File: config.mk
export PLATFORM = sky130hd
export DESIGN_NAME = icache_tag_store
export DESIGN_NICKNAME = d
export VERILOG_FILES = /design/src/source/icache_pkg.sv /design/src/source/icache_tag_store.sv
export VERILOG_INCLUDE_DIRS = /design/src /design/src/source
export SDC_FILE = /design/constraint.sdc
export NUM_CORES = 2
export LEC_CHECK = 0
export BUFFER_PORTS_ARGS = -buffer_cell sky130_fd_sc_hd__buf_4
export CAP_MARGIN = 20
export CORE_UTILIZATION = 30
export CTS_CLUSTER_DIAMETER = 80
export DETAILED_ROUTE_END_ITERATION = 7
export HOLD_SLACK_MARGIN = 0.05
export MAX_ROUTING_LAYER = met4
export PLACE_DENSITY_LB_ADDON = 0.3
export SLEW_MARGIN = 0
export SYNTH_ARGS = -nofsm -noshare
export SYNTH_HDL_FRONTEND = slang
export SYNTH_SLANG_ARGS = --single-unit
File: constraint.sdc
create_clock -name clk -period 1.5 [get_ports clk]
set_input_delay 0.3 -clock clk [delete_from_list [all_inputs] [get_ports clk]]
set_output_delay 0.3 -clock clk [all_outputs]
set_load 0.05 [all_outputs]
File: src/source/icache_macros.svh
// Instruction cache geometry and bus width constants

`ifndef ICACHE_MACROS_SVH
`define ICACHE_MACROS_SVH

// Physical address width
`define ICACHE_AW         32

// Fetch word and bus beat width
`define ICACHE_DW         32

// log2 of line bytes, 16 byte lines
`define ICACHE_P_LINE     4

// log2 of set count
`define ICACHE_P_SETS     4

// log2 of way count
`define ICACHE_P_WAYS     2

// log2 of word bytes
`define ICACHE_WORD_LOG2  2

// Derived counts
`define ICACHE_WAYS       (1 << `ICACHE_P_WAYS)
`define ICACHE_SETS       (1 << `ICACHE_P_SETS)
`define ICACHE_WORDS      (1 << (`ICACHE_P_LINE - `ICACHE_WORD_LOG2))

// Lowest address bit of the tag
`define ICACHE_TAG_LSB    (`ICACHE_P_LINE + `ICACHE_P_SETS)

`endif

File: src/source/icache_pkg.sv
// Instruction cache types shared by the cache blocks and the bus side

`include "icache_macros.svh"

package icache_pkg;

   // Plain vectors with a meaning
   typedef logic [`ICACHE_AW-1:0]                       paddr_t;
   typedef logic [`ICACHE_DW-1:0]                       word_t;
   typedef logic [`ICACHE_P_SETS-1:0]                   set_idx_t;
   typedef logic [`ICACHE_AW-`ICACHE_TAG_LSB-1:0]       tag_addr_t;
   typedef logic [`ICACHE_P_WAYS-1:0]                   way_idx_t;
   // 3 is most recently used, 0 is the victim
   typedef logic [`ICACHE_P_WAYS-1:0]                   lru_rank_t;
   typedef logic [`ICACHE_P_LINE-`ICACHE_WORD_LOG2-1:0] beat_cnt_t;
   typedef logic [`ICACHE_WAYS-1:0]                     way_vec_t;

   typedef struct packed {
      logic       valid;
      tag_addr_t  tag;
   } tag_entry_t;

   // Burst read request, len is beats minus one
   typedef struct packed {
      logic       valid;
      paddr_t     addr;
      beat_cnt_t  len;
   } bus_req_t;

   typedef struct packed {
      logic       valid;
      word_t      data;
   } bus_beat_t;

   typedef struct packed {
      logic       valid;
      paddr_t     addr;
   } fetch_req_t;

   typedef enum logic [1:0] {
      S_IDLE  = 2'b00,
      S_FILL  = 2'b01,
      S_RETAG = 2'b11,
      S_BOOT  = 2'b10
   } ctrl_state_t;

endpackage

File: src/source/icache_tag_store.sv
// Instruction cache tag store holding valid, tag and LRU rank per way and set

`timescale 1ns/1ps

`include "icache_macros.svh"

module icache_tag_store (
   input  logic                                          clk,
   input  logic                                          ibus_rst_n,
   // Read port
   input  logic                                          rd_en,
   input  icache_pkg::set_idx_t                          rd_set,
   output icache_pkg::tag_entry_t [`ICACHE_WAYS-1:0]     rd_tags,
   output icache_pkg::lru_rank_t  [`ICACHE_WAYS-1:0]     rd_ranks,
   // Write port
   input  icache_pkg::way_vec_t                          tag_we,
   input  icache_pkg::tag_entry_t                        tag_wr,
   input  logic                                          rank_we,
   input  icache_pkg::lru_rank_t  [`ICACHE_WAYS-1:0]     rank_wr,
   input  icache_pkg::set_idx_t                          wr_set
);

   icache_pkg::tag_entry_t tag_mem  [`ICACHE_WAYS][`ICACHE_SETS];
   icache_pkg::lru_rank_t  rank_mem [`ICACHE_WAYS][`ICACHE_SETS];

   logic same_set;

   assign same_set = (wr_set == rd_set);

   ////////////////////////////////////////
   // Array writes
   ////////////////////////////////////////

   always_ff @(posedge clk)
   begin
      for (int w = 0; w < `ICACHE_WAYS; w++)
      begin
         if (tag_we[w])
            tag_mem[w][wr_set] <= tag_wr;
         if (rank_we)
            rank_mem[w][wr_set] <= rank_wr[w];
      end
   end

   ////////////////////////////////////////
   // Registered read with write bypass
   ////////////////////////////////////////

   // A write to the set being read shows up in the read result
   always_ff @(posedge clk or negedge ibus_rst_n)
   begin
      if (!ibus_rst_n)
      begin
         rd_tags  <= '0;
         rd_ranks <= '0;
      end
      else if (rd_en)
      begin
         for (int w = 0; w < `ICACHE_WAYS; w++)
         begin
            if (tag_we[w] && same_set)
               rd_tags[w] <= tag_wr;
            else
               rd_tags[w] <= tag_mem[w][rd_set];

            if (rank_we && same_set)
               rd_ranks[w] <= rank_wr[w];
            else
               rd_ranks[w] <= rank_mem[w][rd_set];
         end
      end
   end

endmodule

### Word-level counts from Yosys, hierarchy flattened

Memory sizes are Yosys's and may differ from the RTL's.
Index checks and enable logic that the tools add are counted.

* output and inout port bits: 108
* flip-flop bits (word level): 108
* bits of input ports: 49
* memories: 2
* bits in writable memories: 1728

Memories
* tag_mem: words 4, bits a word 400, rd ports 4, clocked after memory_dff 0, wr ports 4, RTL line icache_tag_store.sv:23 `` icache_pkg::tag_entry_t tag_mem [`ICACHE_WAYS][`ICACHE_SETS]; ``
* rank_mem: words 4, bits a word 32, rd ports 4, clocked after memory_dff 0, wr ports 4, RTL line icache_tag_store.sv:24 `` icache_pkg::lru_rank_t rank_mem [`ICACHE_WAYS][`ICACHE_SETS]; ``

* reductions and logical operators: 6
* equal/unequal tests: 1
* order comparisons: 3
* mux-type cells: 46
* bitwise logic cells: 2

Operators by type and width (number)
* $mux 400: 4
* $bmux 25 s4: 4
* $mux 25: 13
* $demux 25 s4: 1
* $bmux 2 s4: 4
* $mux 32: 1
* $mux 2: 13
* $ge 5x5->1 const B: 2
* $not 4->5: 2
* $demux 2 s4: 1
* $logic_and 1x1->1: 6
* $lt 5x1->1 const B: 1
* $mux 1: 5
* $eq 4x4->1: 1

### Longest topological paths before layout

* word-level depth: 6
* mapped depth: 7
* gate-level depth less buffers: 4

### Worst setup path after synthesis

OpenSTA, ideal clock, no wires.

* kind: input port to flip-flop
* start: in wr_set[0]
* end: mem tag_mem[0][300] (netlist name) (enable)
* library setup time: 0.384 ns
* setup slack: -0.492 ns
* arrival time: 1.608 ns
* stages on the path: 4
* required time: 1.116 ns
* path buffers: 1
* cells stage by stage: clkbuf_1 nand2_1 nor3_1 and2_1

RTL lines
* start, declared: RTL line icache_tag_store.sv:20 `input icache_pkg::set_idx_t wr_set`
* end, declared: RTL line icache_tag_store.sv:23

### Worst setup path in the final report

* start: reg rd_tags[30] (netlist name)
* end: out rd_tags[30] (netlist name)

RTL lines
* start, declared: RTL line icache_tag_store.sv:13 `` output icache_pkg::tag_entry_t [`ICACHE_WAYS-1:0] rd_tags, ``
* start signal, assigned by index: RTL line icache_tag_store.sv:62 `rd_tags[w] <= tag_wr;`
* start signal, assigned by index: RTL line icache_tag_store.sv:64 `rd_tags[w] <= tag_mem[w][rd_set];`

No word-level cell between the ends.

==> results.py <==
metrics = {
    "outcome": {
        "outcome": "complete, but fails checks",
        "violations": "negative setup slack",
    },
    "critical_path": {
        "crit_type": "flip-flop to output port",
        "slowest_delay_ns": 0.49,
        "cp_data_required_time_ns": 1.20,
        "reg2reg_setup_slack_ns": -0.03,
        "critPathTopFamily": "flip-flops",
        "crit_arrival_ns": 1.48,
        "worstPathMaxFanout": 2,
        "reg2regPathDepth": 5,
        "cp.depth": 1,
        "critPathCaptureType": "output port",
        "worstSetupStartpointType": "flip-flop",
        "crit_buf_inv": 1,
        "path_cells": "buf_6",
        "cp_slowest_cell": "dfrtp_2",
    },
    "placement": {
        "port_buffers": 156,
        "dp.cells": 6713,
        "dpl_cell_area_sq_um": 81000,
        "gp_congestion": 0.753,
        "hpwl_um": 119000,
    },
    "layout": {
        "drive_gt1_share_pct": 38.9,
        "fin_util_pct": 38.2,
        "nFillCells": 20900,
        "regArea_sq_um": 54700,
        "stdcell_count": 7138,
        "multiInputGateArea_sq_um": 15100,
        "finalNetCount": 3980,
        "post-route-cell-area_sq_um": 88700,
        "synthToLayoutAreaGrowth_pct": 26.5,
    },
    "synthesis": {
        "ys_ff_latch": 1836,
        "ys_types": 20,
        "synthesis.area_sq_um": 70100,
        "netlist_instances": 3252,
        "synth_commonest_cells": "edfxtp_1 (1,728), mux4_2 (432), a22oi_1 (216)",
        "synthArstFlopShare_pct": 5.88,
        "yosysWarnings": 0,
        "syn-num-nets": 3301,
        "synth_area_leader_cell": "edfxtp_1",
        "synth_top_cell_area_share_pct": 74.0,
        "ys_top_cells_by_area": "edfxtp_1 (74%), mux4_2 (14%), dfrtp_1 (3.9%)",
        "synth_edf_count": 1728,
        "seq_area_frac_synth_pct": 77.9,
        "avgSynthCellArea_sq_um": 21.6,
        "yosysMostFrequentCell": "edfxtp_1",
        "ys.flop_type": "edfxtp_1",
    },
    "floorplanning": {
        "floorplan.rows": 177,
        "die_w_um": 485,
        "pin_count": 157,
        "start_util_pct": 30.2,
        "die_area_sq_um": 236000,
        "die-height_um": 485,
        "core-area_sq_um": 233000,
    },
    "min_path": {
        "hp-class": "input port to async pin",
    },
    "routing": {
        "drt_iter0_markers": 3644,
        "num_vias": 36100,
        "antenna_left": 0,
        "vias_per_cell": 5.06,
        "routedWlPerCell_um": 27.3,
        "drcViolationCount": 0,
        "wl_um": 195000,
        "firstDrtPassIters": 5,
    },
    "clock_network": {
        "numCtsBuffers": 184,
        "cts-root-buf": "clkbuf_16",
        "cts_max_path_buffers": 3,
        "cts-htree-levels": 4,
        "cts.clk_slew.worst_paths_ns": 0.06,
        "cts_tree": "yes",
        "clock_latency_ns": 0.81,
        "cts_sinks": 1836,
    },
    "power": {
        "p_per_area_nw_per_um2": 1300,
        "vdd.ir_drop.worst_mv": 1.14,
        "p_leak_nw": 28.9,
    },
    "sta": {
        "skew_ns": 0.0278,
        "setup_ws_ns": -0.281,
        "tightestPinTransition_ns": 0.705,
        "final-setup-viol-count": 113,
        "hold_violations": 0,
        "slew_violations": 0,
        "timing.fmax_mhz": 562,
        "relSlewSlack_pct": 52.9,
        "rsz0062_at_grt": "true",
        "period_share_pct": 119,
        "finalCriticalPeriod_ns": 1.78,
    },
    "grt": {
        "grt_pass1_vias": 37400,
        "grt_pass1_wl_um": 276000,
        "grt_max_degree": 69,
        "grt.overflow.total": 0,
        "antenna_found_initial": 9,
        "grt_util_all_layers_pct": 16.9,
    },
    "run": {
        "drv_cap": 0,
    },
}
==> cells by family after synthesis <==
group	Yosys count	synth area share (%)
flops	1836	77.9
simple gates	323	2.27
mux	432	13.9
xor+xnor	4	0.0500
buf+inv	225	1.33
compound gates	432	4.62
==> final cells by class <==
cell class                 instances  area share, %
multi-input combinational       1191           17.1
timing repair buffer             718           10.1
tap                             3043           4.29
antenna                            5         0.0141
sequential                      1836           61.6
clock inverter                    79           1.00
clock buffer                     266           5.93
==> routing by layer <==
| layer | part of all wire [%] | track usage, % | routed length, um | up-vias |
|---|---|---|---|---|
| met5 | 0 | - | 0 | - |
| met4 | 1.6 | 3.31 | 3200 | 0 |
| met3 | 6.5 | 2.89 | 12700 | 216 |
| met2 | 50 | 27.4 | 96700 | 1286 |
| met1 | 42 | 22.3 | 82000 | 19400 |
| li1 | - | - | - | 15200 |
==> worst register-to-register path: stages, from the launching register on <==
cell and delay (ns):
edfxtp_1 0.37, mux4_2 0.48, a22oi_2 0.20, buf_4 0.16
a22o_1 0.12, a31oi_1 0.07
==> repair_timing <==
action,in CTS,in global routing
hold buffers,41,0
resized for setup,187,65
pin swaps,10,17
setup buffers,24,12
hold endpoints to repair,1243,0
setup endpoints to repair,140,175
==> through the flow <==
| stage | setup slack, ns | setup TNS [ns] | hold WS [ns] | power, mW |
|---|---|---|---|---|
| floorplan | -0.249 | -304.99 | 0.00441 | 64.0 |
| global placement | -0.756 | -764.90 | 0.165 | 68.8 |
| detailed placement | -0.764 | -754.96 | 0.163 | 69.0 |
| CTS | -0.353 | -29.94 | 0.0611 | 116 |
| global route | -0.345 | -30.36 | 0.0720 | 119 |
| finish | -0.281 | -22.30 | 0.115 | 115 |
==> registers in the layout, indices dropped and copies added (netlist names) <==
register  flops
rd_tags     100
rd_ranks      8
rank_mem    128
tag_mem    1600
==> path summary, 6_finish.rpt <==
check	start	end
max	rd_tags[30]	rd_tags[30]
min	ibus_rst_n	rd_tags[91]
max reg2reg	tag_mem[3][18]	rd_tags[93]
min reg2reg	rd_ranks[7]	rd_ranks[7]
max in group asynchronous	ibus_rst_n	rd_tags[94]
min in group clk	rd_set[2]	rd_tags[53]
==> where the power goes <==
| part | switching, mW | internal [mW] | total (mW) |
|---|---|---|---|
| Sequential | 0.846 | 57.5 | 58.3 |
| Combinational | 5.87 | 4.34 | 10.2 |
| Clock | 19.7 | 26.9 | 46.7 |
| Total | 26.5 | 88.7 | 115 |
==> placed cells by master (no fill, tap or decap), types with 3 or more instances in the layout <==
cell type,netlist,layout
a22o_1,108,108
a22oi_1,216,129
a22oi_2,0,87
a31oi_1,108,108
and2_1,81,16
and2_2,0,64
buf_12,0,241
buf_4,1,323
buf_6,0,104
buf_8,0,9
bufinv_16,0,14
clkbuf_1,151,50
clkbuf_16,0,187
clkbuf_8,0,29
clkinv_1,0,18
clkinv_16,0,3
clkinv_2,0,29
clkinvlp_4,0,3
dfrtp_1,108,58
dfrtp_2,0,50
diode_2,0,5
dlygate4sd3_1,0,41
edfxtp_1,1728,1728
inv_6,0,7
mux4_2,432,432
nand2b_1,4,4
nand3_1,108,108
nor2_1,118,117
nor3_1,6,6
xor2_1,4,4
No activity file was read; power rests on OpenSTA's default activity.
