`config.mk`:
```
export PLATFORM = sky130hd
export DESIGN_NAME = icache_way_select
export DESIGN_NICKNAME = d
export VERILOG_FILES = /design/src/source/icache_pkg.sv /design/src/source/icache_way_select.sv
export VERILOG_INCLUDE_DIRS = /design/src /design/src/source
export SDC_FILE = /design/constraint.sdc
export NUM_CORES = 1
export LEC_CHECK = 0
export BUFFER_PORTS_ARGS = -buffer_cell sky130_fd_sc_hd__buf_2
export CAP_MARGIN = 40
export CORE_MARGIN = 2
export CORE_UTILIZATION = 28
export DETAILED_ROUTE_END_ITERATION = 16
export SLEW_MARGIN = 20
export SYNTH_ARGS = -nofsm -noshare
export SYNTH_HDL_FRONTEND = slang
export SYNTH_SLANG_ARGS = --single-unit
```
`constraint.sdc`:
```
create_clock -name vclk -period 4.35
set_input_delay 0.435 -clock vclk [all_inputs]
set_output_delay 0.435 -clock vclk [all_outputs]
set_load 0.02 [all_outputs]
```
`src/source/icache_macros.svh`:
```
// Instruction cache geometry and bus width constants

`ifndef ICACHE_MACROS_SVH
`define ICACHE_MACROS_SVH

// Physical address width
`define ICACHE_AW         32

// Fetch word and bus beat width
`define ICACHE_DW         32

// log2 of line bytes, 16 byte lines
`define ICACHE_P_LINE     4

// log2 of set count
`define ICACHE_P_SETS     4

// log2 of way count
`define ICACHE_P_WAYS     2

// log2 of word bytes
`define ICACHE_WORD_LOG2  2

// Derived counts
`define ICACHE_WAYS       (1 << `ICACHE_P_WAYS)
`define ICACHE_SETS       (1 << `ICACHE_P_SETS)
`define ICACHE_WORDS      (1 << (`ICACHE_P_LINE - `ICACHE_WORD_LOG2))

// Lowest address bit of the tag
`define ICACHE_TAG_LSB    (`ICACHE_P_LINE + `ICACHE_P_SETS)

`endif

```
`src/source/icache_pkg.sv`:
```
// Instruction cache types shared by the cache blocks and the bus side

`include "icache_macros.svh"

package icache_pkg;

   // Plain vectors with a meaning
   typedef logic [`ICACHE_AW-1:0]                       paddr_t;
   typedef logic [`ICACHE_DW-1:0]                       word_t;
   typedef logic [`ICACHE_P_SETS-1:0]                   set_idx_t;
   typedef logic [`ICACHE_AW-`ICACHE_TAG_LSB-1:0]       tag_addr_t;
   typedef logic [`ICACHE_P_WAYS-1:0]                   way_idx_t;
   // 3 is most recently used, 0 is the victim
   typedef logic [`ICACHE_P_WAYS-1:0]                   lru_rank_t;
   typedef logic [`ICACHE_P_LINE-`ICACHE_WORD_LOG2-1:0] beat_cnt_t;
   typedef logic [`ICACHE_WAYS-1:0]                     way_vec_t;

   typedef struct packed {
      logic       valid;
      tag_addr_t  tag;
   } tag_entry_t;

   // Burst read request, len is beats minus one
   typedef struct packed {
      logic       valid;
      paddr_t     addr;
      beat_cnt_t  len;
   } bus_req_t;

   typedef struct packed {
      logic       valid;
      word_t      data;
   } bus_beat_t;

   typedef struct packed {
      logic       valid;
      paddr_t     addr;
   } fetch_req_t;

   typedef enum logic [1:0] {
      S_IDLE  = 2'b00,
      S_FILL  = 2'b01,
      S_RETAG = 2'b11,
      S_BOOT  = 2'b10
   } ctrl_state_t;

endpackage

```
`src/source/icache_way_select.sv`:
```
// Instruction cache way selection for hit detection, victim choice and LRU update

`timescale 1ns/1ps

`include "icache_macros.svh"

module icache_way_select (
   input  icache_pkg::paddr_t                            req_addr,
   input  icache_pkg::tag_entry_t [`ICACHE_WAYS-1:0]     tags,
   input  icache_pkg::lru_rank_t  [`ICACHE_WAYS-1:0]     ranks,
   output logic                                          hit,
   output icache_pkg::way_idx_t                          hit_way,
   output icache_pkg::way_idx_t                          victim_way,
   output icache_pkg::lru_rank_t  [`ICACHE_WAYS-1:0]     next_ranks
);

   icache_pkg::tag_addr_t  req_tag;
   icache_pkg::way_vec_t   match;
   icache_pkg::lru_rank_t  hit_rank;

   assign req_tag = req_addr[`ICACHE_AW-1:`ICACHE_TAG_LSB];

   // Tag compare per way
   always_comb
   begin
      for (int w = 0; w < `ICACHE_WAYS; w++)
         match[w] = tags[w].valid && (tags[w].tag == req_tag);
   end

   assign hit = |match;

   // At most one way matches, so OR of the indices encodes it
   always_comb
   begin
      hit_way = '0;
      for (int w = 0; w < `ICACHE_WAYS; w++)
      begin
         if (match[w])
            hit_way = hit_way | icache_pkg::way_idx_t'(w);
      end
   end

   // Ranks form a permutation, exactly one way sits at rank 0
   always_comb
   begin
      victim_way = '0;
      for (int w = 0; w < `ICACHE_WAYS; w++)
      begin
         if (ranks[w] == '0)
            victim_way = icache_pkg::way_idx_t'(w);
      end
   end

   assign hit_rank = ranks[hit_way];

   ////////////////////////////////////////
   // Rank update after a hit
   ////////////////////////////////////////

   // Hit way moves to the top, ways above its old rank slide down
   always_comb
   begin
      for (int w = 0; w < `ICACHE_WAYS; w++)
      begin
         if (match[w])
            next_ranks[w] = '1;
         else
            next_ranks[w] = ranks[w] - icache_pkg::lru_rank_t'(ranks[w] > hit_rank);
      end
   end

endmodule

```
# Word level (Yosys, flattened, before mapping)
# Index checks and enable logic that the tools add are counted.
# word_totals
memories,0
latchBits,0
reg_bits,0
ramBits,0
input_bits,140
word_cells,33
mem_bits_ro,0
out_inout_bits,13
# op_classes
n_eq_ne,4
reduce_logical,8
order_cmp,5
n_bitwise,0
div_mod_pow,0
n_mux,12
n_shift,0
n_mul,0
n_addsub,4
# ops
op,count
$eq A24 B24 Y1,4
$mux W2,9
$gt A2 B2 Y1,4
$sub A2 B1 Y2,4
$logic_not A2 Y1,3
$bmux W2 S2,1
$logic_and A1 B1 Y1,4
$reduce_or A4 Y1,1
$lt A2 B3 Y1 const B,1
$mux W1,2

# Depth between registers and ports, before layout
# Gate-level depths: netlist of run 1.
# logic_depth
ltp_word,10
depth_mapped,16
ltp_nobuf,15

# Worst setup path before layout of run 1
# Ideal clock, no wire load.
# synth_timing
path_kind,input -> output
from,input req_addr[9]
to,output next_ranks[1] in the netlist's numbering
t_arrival_ps,3573
path_stages,15
slack_ps,342
required_time_ps,3915
path_buffers,0
path_cell_list,xor2_1 > or4_1 > nor4_2 > nand4_2 > nand2_1 > o21ai_0 > o21ai_0 > ha_1 > nor2_1 > mux2i_1 > or3_1 > nand3_1 > ha_1 > xnor2_1 > nand2_1
# synth_rtl
item,line,source
"start, declared",icache_way_select.sv:8,"input icache_pkg::paddr_t req_addr,"
"end, declared",icache_way_select.sv:14,output icache_pkg::lru_rank_t [`ICACHE_WAYS-1:0] next_ranks

==> run_results.csv, run 1 <==
group,metric,value,unit
final_layout,fill_cells,707,
worst_setup_path,worstPathCellList,"buf_2, xor2_1, or4_1, nor4_4, and4_2, nor3_1, o21ai_0, o21ai_2, ha_1, nor2_2, mux2i_1, or3_1, nand3_1, ha_1, xnor2_1, nand2_1, buf_2",
sta,worst_pin_slew,0.6937,ns
worst_setup_path,required,3.91,ns
worst_setup_path,cp_max_fo,4,
worst_setup_path,cpMaxStageDelayCell,"or4_1",
floorplan,die_w,85.27,um
logic_synthesis,yosys_warnings,0,
status,status,"completed",
floorplan,row_count,29,
floorplan,core,6386,um^2
detailed_routing,drt-pass1-iter-count,5,
power_and_ir_drop,swShare,54.61,%
flow_run,maxCapViolations,0,
floorplan,die_h,85.27,um
sta,fmax,243.5,MHz
global_route,grt_pass1_vias,2543,
logic_synthesis,synth_area_per_cell,7.113,um^2
sta,setup_viol_count_final,0,
worst_setup_path,critPathLaunchType,"input port",
logic_synthesis,synth.area.top_cells,"xor2_1 26%, xnor2_1 23%, nor4_1 6.8%",
detailed_routing,vias_per_cell,5.039,
detailed_routing,antenna_left,0,
global_route,antenna_found_initial,0,
global_route,grtUsageTotal,21.28,%
final_layout,antenna_cells,0,
logic_synthesis,yosys.area.top_type_share,25.58,%
logic_synthesis,yosysTopAreaCell,"xor2_1",
power_and_ir_drop,comb_power_share,100.0,%
power_and_ir_drop,clkPwrFrac,0,%
placed_design,io_buffers,145,
logic_synthesis,syn_nets,408,
worst_setup_path,max_stage_delay,0.61,ns
power_and_ir_drop,internal-power,132.3,uW
sta,slew_viol_final,0,
final_layout,layout.nets,563,
detailed_routing,post_drt_wl_per_cell,16.51,um
placed_design,placedCellCount,488,
power_and_ir_drop,p_sw,159.1,uW
final_layout,layout.area.seq,0,um^2
worst_setup_path,end_kind,"output port",
final_layout,drive_above_1_share,42.37,%
placed_design,dpl.hpwl,7.061,mm
floorplan,io_pins,153,
worst_setup_path,worstSetupPathType,"in2out",
logic_synthesis,ys_types,37,
final_layout,stdcell_count,490,
final_layout,synthToLayoutAreaGrowth,51.42,%
global_route,grt_overflow,0,
logic_synthesis,synth.yosys.seq_area_share,0,%
placed_design,gp_congestion,0.9740,
sta,finalCriticalPeriod,4.107,ns
logic_synthesis,syn_inst,260,
worst_setup_path,arrival,3.67,ns
detailed_routing,routed_wl,8.090,mm
sta,finalHoldViolCount,0,
min_path,hold_path.class,"in2out",
detailed_routing,drtIter0Drc,140,
power_and_ir_drop,ir_worst_vdd,0.04912,mV
power_and_ir_drop,power-per-cell-area,104.1,nW/um^2
global_route,grt_max_degree,10,
sta,slew_headroom,53.33,%
detailed_routing,vias,2469,
floorplan,initial_core_util,28.96,%
floorplan,fp.dieArea,7271,um^2
sta,post-route-period-util,94.41,%
final_layout,n_sequential_cell,0,
logic_synthesis,syn_area,1849,um^2
final_layout,multi_input_area,1824,um^2
power_and_ir_drop,p_seq_share,0,%
final_layout,num-clock-buffers,0,
power_and_ir_drop,p_leak,0.001332,uW
detailed_routing,drcViolationCount,0,
sta,fin_hold_ws,1.185,ns
global_route,grt_pass1_wl,12.41,mm
layout make-up:
| cell class | instances | share of cell area (%) |
|---|---|---|
| Multi-Input combinational cell | 243 | 65.15 |
| Timing Repair Buffer | 161 | 30.21 |
| Tap cell | 77 | 3.441 |
| Inverter | 9 | 1.206 |
Yosys cell counts (3+ instances only):
cell type and count:
xor2_1 54, xnor2_1 48, nand2_1 24, nor4_1 20, nand4_1 18, nor2_1 13
inv_1 9, clkbuf_1 8, ha_1 8, nor3_1 8, nand3_1 7, nand2b_1 4
o21ai_0 4, nand4b_1 3, nor3b_1 3
critical path, delay by kind of cell:
family / cells / cell delay (ns)
fa+ha+maj: 2 / 0.46
buf+inv: 2 / 0.27
xor+xnor: 2 / 0.28
mux: 1 / 0.09
simple gates: 8 / 1.79
compound gates: 2 / 0.32
layout by cell type, fill, tap and decap left out, types with 2 or more instances in the layout:
cell type  netlist  layout
buf_4            0      16
nor4_1          20      18
inv_1            9       9
xnor2_1         48      48
nor3b_1          3       3
buf_2            0     145
o2111a_1         2       2
nand2_1         24      23
nor2_1          13      12
nor4_2           1       2
o2111ai_1        2       2
nor3_1           8       8
or2_2            2       2
o21ai_0          4       3
a21oi_1          2       2
xor2_1          54      54
or4_1            2       2
nand3_1          7       7
mux2i_1          2       2
or3b_2           2       2
nand4_1         18      18
nand2b_1         4       4
ha_1             8       8
nand4b_1         3       3
worst paths after layout:
kind	endpoint	slack, ns	start	depth (start not counted)
hold / removal	victim_way[0]	1.19	ranks[2]	3
setup / recovery	next_ranks[1]	0.24	req_addr[9]	17
cell families (layout without fill, tap and decap cells):
| logic type | count (synthesis) | in the layout | synth area share (%) |
|---|---|---|---|
| buf+inv | 17 | 170 | 3.451 |
| simple gates | 114 | 114 | 34.85 |
| compound gates | 17 | 17 | 6.902 |
| mux | 2 | 2 | 1.083 |
| xor+xnor | 102 | 102 | 48.31 |
| fa+ha+maj | 8 | 8 | 5.413 |
through the flow:
step / cell area, um^2 / utilization (%) / setup slack [ns] / setup TNS, ns / power [uW]
6_report: 2800 / 43.85 / 0.2433 / 0 / 291.4
3_3_place_gp: 2746 / 43.01 / 0.05079 / 0 / 283.3
5_1_grt: 2800 / 43.85 / -0.01845 / -0.02151 / 321.2
3_5_place_dp: 2746 / 43.01 / -0.03658 / -0.03658 / 286.0
4_1_cts: 2754 / 43.12 / 0.06301 / 0 / 287.7
2_1_floorplan: 1849 / - / 0.3424 / 0 / 155.9
power groups by stage:
stage          registers [uW]  clock network (uW)  logic [uW]
4_1_cts                     0                   0         288
6_report                    0                   0         291
5_1_grt                     0                   0         321
2_1_floorplan               0                   0         156
3_3_place_gp                0                   0         283
3_5_place_dp                0                   0         286
what timing repair did:
| item | in CTS | in global routing |
|---|---|---|
| hold buffers | 0 | 0 |
| setup endpoints to repair | 1 | 7 |
| setup buffers | 1 | 1 |
| pin swaps | 0 | 2 |
| gates resized for setup | 1 | 7 |
routing by layer:
metal / track usage (%) / wire length, um / up-vias
met5: 0 / 0 / -
met4: 3.896 / 161 / 0
met3: 3.988 / 743 / 12
met2: 36.86 / 3777 / 121
met1: 27.62 / 3408 / 1097
li1: - / - / 1239
(Power assumes the default switching activity.)
==> run 2: changes to the inputs <==
--- a/config.mk
+++ b/config.mk
@@ -11,6 +11,7 @@
 export CORE_MARGIN = 2
 export CORE_UTILIZATION = 28
 export DETAILED_ROUTE_END_ITERATION = 16
+export PLACE_DENSITY = 0.67
 export SLEW_MARGIN = 20
 export SYNTH_ARGS = -nofsm -noshare
 export SYNTH_HDL_FRONTEND = slang
==> run 2 against run 1 <==
- combinational power about the same
- core utilization fell by 0.78 points
- final cell count down 1.0%
==> run_results.csv, run 2 (same netlist as run 1, synthesis figures left out) <==
group,metric,value,unit
power_and_ir_drop,internal-power,131.5,uW
floorplan,core,6386,um^2
worst_setup_path,required,3.91,ns
placed_design,dpl-instance-area,2709,um^2
power_and_ir_drop,p_seq_share,0,%
global_route,grt_max_degree,10,
placed_design,dpl.hpwl,6.955,mm
sta,fin_ws,0.2350,ns
power_and_ir_drop,p_leak,0.001305,uW
final_layout,mostFrequentLayoutCells,"145 x buf_2, 54 x xor2_1, 48 x xnor2_1, 23 x nand2_1, 20 x nor4_1",
power_and_ir_drop,ir_worst_vdd,0.05641,mV
worst_setup_path,max_stage_delay,0.58,ns
status,status,"completed",
floorplan,initial_core_util,28.96,%
flow_run,maxCapViolations,0,
sta,slew_viol_final,0,
min_path,hold_path.class,"in2out",
final_layout,drive_above_1_share,41.18,%
final_layout,fill_cells,677,
worst_setup_path,cpMaxStageDelayCell,"or4_1",
sta,worst_pin_slew,0.7458,ns
worst_setup_path,worstSetupStartpoint,"req_addr[20]",
worst_setup_path,worstSetupPathType,"in2out",
placed_design,gp_congestion,0.9341,
global_route,grt_overflow,0,
floorplan,die_w,85.27,um
detailed_routing,post_drt_wl_per_cell,16.28,um
final_layout,num-clock-buffers,0,
power_and_ir_drop,swShare,54.58,%
detailed_routing,drcViolationCount,0,
final_layout,n_sequential_cell,0,
detailed_routing,dr_wl_met2,3.879,mm
placed_design,io_buffers,145,
global_route,grt_pass1_wl,11.83,mm
global_route,grt_pass1_vias,2450,
sta,setup_viol_count_final,0,
detailed_routing,vias_per_cell,5.134,
floorplan,die_h,85.27,um
floorplan,fp.dieArea,7271,um^2
final_layout,layout.nets,558,
worst_setup_path,cp_max_fo,5,
floorplan,row_count,29,
worst_setup_path,arrival,3.68,ns
floorplan,io_pins,153,
detailed_routing,vias,2490,
global_route,antenna_found_initial,0,
sta,finalCriticalPeriod,4.115,ns
final_layout,synthToLayoutAreaGrowth,48.71,%
detailed_routing,antenna_left,0,
detailed_routing,dr_wl_met3,679,um
placed_design,place_ws,-0.005833,ns
sta,finalHoldViolCount,0,
worst_setup_path,critPathLaunchType,"input port",
global_route,grtUsageTotal,20.44,%
final_layout,fin_util,43.06,%
final_layout,final_common_cell,"buf_2",
power_and_ir_drop,p_sw,158.0,uW
sta,fmax,243.0,MHz
power_and_ir_drop,comb_power_share,100.0,%
placed_design,placedCellCount,483,
final_layout,final_cell_area,2750,um^2
final_layout,stdcell_count,485,
min_path,worstHoldStart,"ranks[4]",
final_layout,antenna_cells,0,
power_and_ir_drop,power-per-cell-area,105.3,nW/um^2
worst_setup_path,end_kind,"output port",
final_layout,layout.area.seq,0,um^2
detailed_routing,highest_layer,"met4",
worst_setup_path,worstPathCellList,"buf_2, xor2_1, or4_1, nor4_4, nand4_2, and2_4, a21oi_1, o21ai_1, ha_1, nor2_4, nor2_1, or3_1, nand3_1, ha_1, xnor2_1, nand2_1, buf_2",
detailed_routing,drt-pass1-iter-count,4,
sta,post-route-period-util,94.60,%
detailed_routing,drtIter0Drc,96,
detailed_routing,m1WireLength,3.152,mm
power_and_ir_drop,clkPwrFrac,0,%
detailed_routing,routed_wl,7.895,mm
sta,fin_hold_ws,1.185,ns
sta,slew_headroom,49.82,%
==> run 2: power by group through the flow <==
stage	clock network (uW)	registers (uW)	logic (uW)
floorplan	0	0	156
global placement	0	0	279
finish	0	0	289
CTS	0	0	285
detailed placement	0	0	284
global route	0	0	315
==> run 2: metal layers <==
| layer | vias up | track usage [%] |
|---|---|---|
| li1 | 1224 | - |
| met1 | 1124 | 25.13 |
| met2 | 129 | 38.42 |
| met3 | 13 | 1.848 |
| met4 | 0 | 4.040 |
| met5 | - | 0 |
==> run 2: worst paths after layout <==
check                 cells past startpoint       endpoint  slack [ns]
worst max-delay path                     17  next_ranks[1]        0.24
worst min-delay path                      3  victim_way[1]        1.18
==> run 2: final cells by class <==
type                            instances  area [um^2]  area share, %
Timing Repair Buffer                  156        808.3          29.39
Multi-Input combinational cell        243         1812          65.88
Tap cell                               77        96.34          3.503
Inverter                                9        33.78          1.228
==> run 2: worst max-delay path, delay by kind of cell <==
family,cells,cell delay [ns]
and+or+nand+nor,9,1.86
AOI/OAI and AO/OA,2,0.28
xor gates and xnor gates,2,0.31
buffers and inverters,2,0.27
adders and majority gates,2,0.52
==> run 2: stage by stage <==
| step | setup TNS [ns] | power, uW |
|---|---|---|
| 2_1_floorplan | 0 | 155.9 |
| 3_5_place_dp | -0.005833 | 283.6 |
| 4_1_cts | 0 | 284.7 |
| 6_report | 0 | 289.5 |
| 5_1_grt | -0.006208 | 315.1 |
| 3_3_place_gp | 0 | 279.4 |
==> run 2: timing repair <==
item,4_1_cts,5_1_grt
setup buffers,1,1
hold buffers,0,0
pin swaps,0,1
endpoints found under the setup margin,1,8
gates resized for setup,0,7
==> run 3: changes to the inputs <==
--- a/config.mk
+++ b/config.mk
@@ -8,10 +8,12 @@
 export LEC_CHECK = 0
 export BUFFER_PORTS_ARGS = -buffer_cell sky130_fd_sc_hd__buf_2
 export CAP_MARGIN = 40
+export CELL_PAD_IN_SITES_DETAIL_PLACEMENT = 0
+export CELL_PAD_IN_SITES_GLOBAL_PLACEMENT = 2
 export CORE_MARGIN = 2
-export CORE_UTILIZATION = 28
+export CORE_UTILIZATION = 19
 export DETAILED_ROUTE_END_ITERATION = 16
-export PLACE_DENSITY = 0.67
+export PLACE_DENSITY = 0.89
 export SLEW_MARGIN = 20
 export SYNTH_ARGS = -nofsm -noshare
 export SYNTH_HDL_FRONTEND = slang
==> run 3 against run 2 <==
- core utilization is 13 points lower
- clock-buffer cell count stayed put
- first-iteration DRC count is 15% higher
- sequential share of layout area stayed put
- sequential cell count stayed put
- via count is 0.96% higher
- combinational power is 2% higher
- total power is 2.4% higher
- wire length is 14% higher
- critical path depth is 1 higher
- non-clock buffer count is 9 higher
- setup slack worse by 0.066 ns
- critical path type unchanged
- largest cell class unchanged
- largest power group unchanged
- highest routed layer unchanged
==> run_results.csv, run 3 (same netlist as run 1, synthesis figures left out) <==
group,metric,value,unit
worst_setup_path,worstSetupPathType,"in2out",
sta,slew_headroom,46.33,%
detailed_routing,drtIter0Drc,110,
power_and_ir_drop,power-per-cell-area,102.7,nW/um^2
worst_setup_path,required,3.91,ns
floorplan,die_h,102.7,um
floorplan,row_count,36,
detailed_routing,drcViolationCount,0,
final_layout,layout.area.seq,0,um^2
worst_setup_path,critPathLaunchType,"input port",
global_route,grt_pass1_vias,2534,
sta,finalHoldViolCount,0,
sta,worst_pin_slew,0.7977,ns
final_layout,mostFrequentLayoutCells,"145 x buf_2, 54 x xor2_1, 48 x xnor2_1, 23 x nand2_1",
worst_setup_path,worstPathCellList,"buf_2, xor2_1, or4_1, nor4_1, nand4_1, nand2_2, o21ai_1, o21ai_2, buf_4, ha_1, nor2_1, or2_2, o41ai_1, nor3_1, ha_2, xnor2_1, nand2_1, buf_2",
worst_setup_path,arrival,3.75,ns
sta,finalCriticalPeriod,4.181,ns
worst_setup_path,path_common_cell,"buf_2",
sta,setup_tns,0,ns
floorplan,die_w,102.7,um
flow_run,maxCapViolations,0,
placed_design,gp_congestion,0.9114,
worst_setup_path,max_stage_delay,0.52,ns
worst_setup_path,worstSetupStartpoint,"req_addr[14]",
worst_setup_path,cp_max_fo,4,
global_route,grtUsageTotal,16.50,%
detailed_routing,antenna_left,0,
detailed_routing,vias_per_cell,4.571,
power_and_ir_drop,ir_worst_vdd,0.04379,mV
global_route,grt_overflow,0,
sta,post-route-period-util,96.12,%
final_layout,drive_above_1_share,42.93,%
final_layout,antenna_cells,0,
status,status,"completed",
sta,setup_viol_count_final,0,
sta,fmax,239.2,MHz
worst_setup_path,end_kind,"output port",
detailed_routing,vias,2514,
global_route,grt_max_degree,10,
detailed_routing,routed_wl,9.020,mm
min_path,hold_path.class,"in2out",
floorplan,initial_core_util,19.27,%
final_layout,num-clock-buffers,0,
floorplan,io_pins,153,
worst_setup_path,path_depth,18,
final_layout,synthToLayoutAreaGrowth,56.02,%
global_route,antenna_found_initial,0,
sta,slew_viol_final,0,
final_layout,final_common_cell,"buf_2",
cts,cts_hold_buf,0,
floorplan,core,9594,um^2
final_layout,layout.nets,567,
placed_design,io_buffers,145,
power_and_ir_drop,p_leak,0.001345,uW
global_route,grt_pass1_wl,13.17,mm
floorplan,fp.dieArea,10540,um^2
worst_setup_path,cpMaxStageDelayCell,"or4_1",
placed_design,dpl.hpwl,8.067,mm
final_layout,n_sequential_cell,0,
final_layout,stdcell_count,550,
detailed_routing,post_drt_wl_per_cell,16.40,um
detailed_routing,drt-pass1-iter-count,4,
worst_setup_path,critPathTopFamily,"simple AND/OR/NAND/NOR gates",
worst_setup_path,crit_end,"next_ranks[5]",
worst_setup_path,cp_num_buf_inv,3,
placed_design,placedCellCount,546,
## run 3: metal layers
layer | wire length, um | GRT usage, % | up-vias
met1 | 3658 | 20.57 | 1123
met4 | 192 | 3.077 | 0
met3 | 736 | 1.966 | 10
li1 | - | - | 1246
met5 | 0 | 0 | -
met2 | 4432 | 30.52 | 135
## run 3: power by group
part,internal [uW],switching (uW),total (uW)
logic,134,162,296
clock network,0,0,0
registers,0,0,0
## run 3: what timing repair did
action,4_1_cts,5_1_grt
setup buffers,1,3
resized for setup,1,7
hold endpoints to repair,0,0
setup endpoints to repair,3,8
pin swaps,1,3
## run 3: layout make-up
| class | instances | area, um^2 |
|---|---|---|
| fillers | 1084 | 6709 |
| inverters | 9 | 33.78 |
| multi-input cells | 243 | 1809 |
| well taps | 133 | 166.4 |
| repair buffers | 165 | 875.8 |
## run 3: how the worst min path moves through the flow
stage | from | end | slack (ns) | cells past startpoint
after CTS | ranks[4] | victim_way[1] | 1.19 | 3
after detailed placement | ranks[2] | victim_way[0] | 1.18 | 3
after global placement | ranks[4] | victim_way[1] | 1.18 | 3
final | ranks[2] | victim_way[0] | 1.19 | 3
after floorplan | ranks[6] | victim_way[1] | 1.01 | 1
after global routing | ranks[2] | victim_way[0] | 1.20 | 3
## run 3: worst min-delay path: cells and delay by family
kind,cells,cell delay [ns]
buffers and inverters,2,0.24
AOI/OAI and AO/OA,1,0.08
## run 3: metrics by stage
step	cell area [um^2]	power, uW	worst slack (ns)	hold slack, ns	utilization, %
finish	2885	296.4	0.1690	1.186	30.07
global route	2885	325.5	-0.009334	1.196	30.07
CTS	2839	295.5	0.01939	1.188	29.59
detailed placement	2831	294.2	-0.03520	1.184	29.51
global placement	2831	291.7	-0.01100	1.185	29.51
floorplan	1849	155.9	0.3424	1.014	-
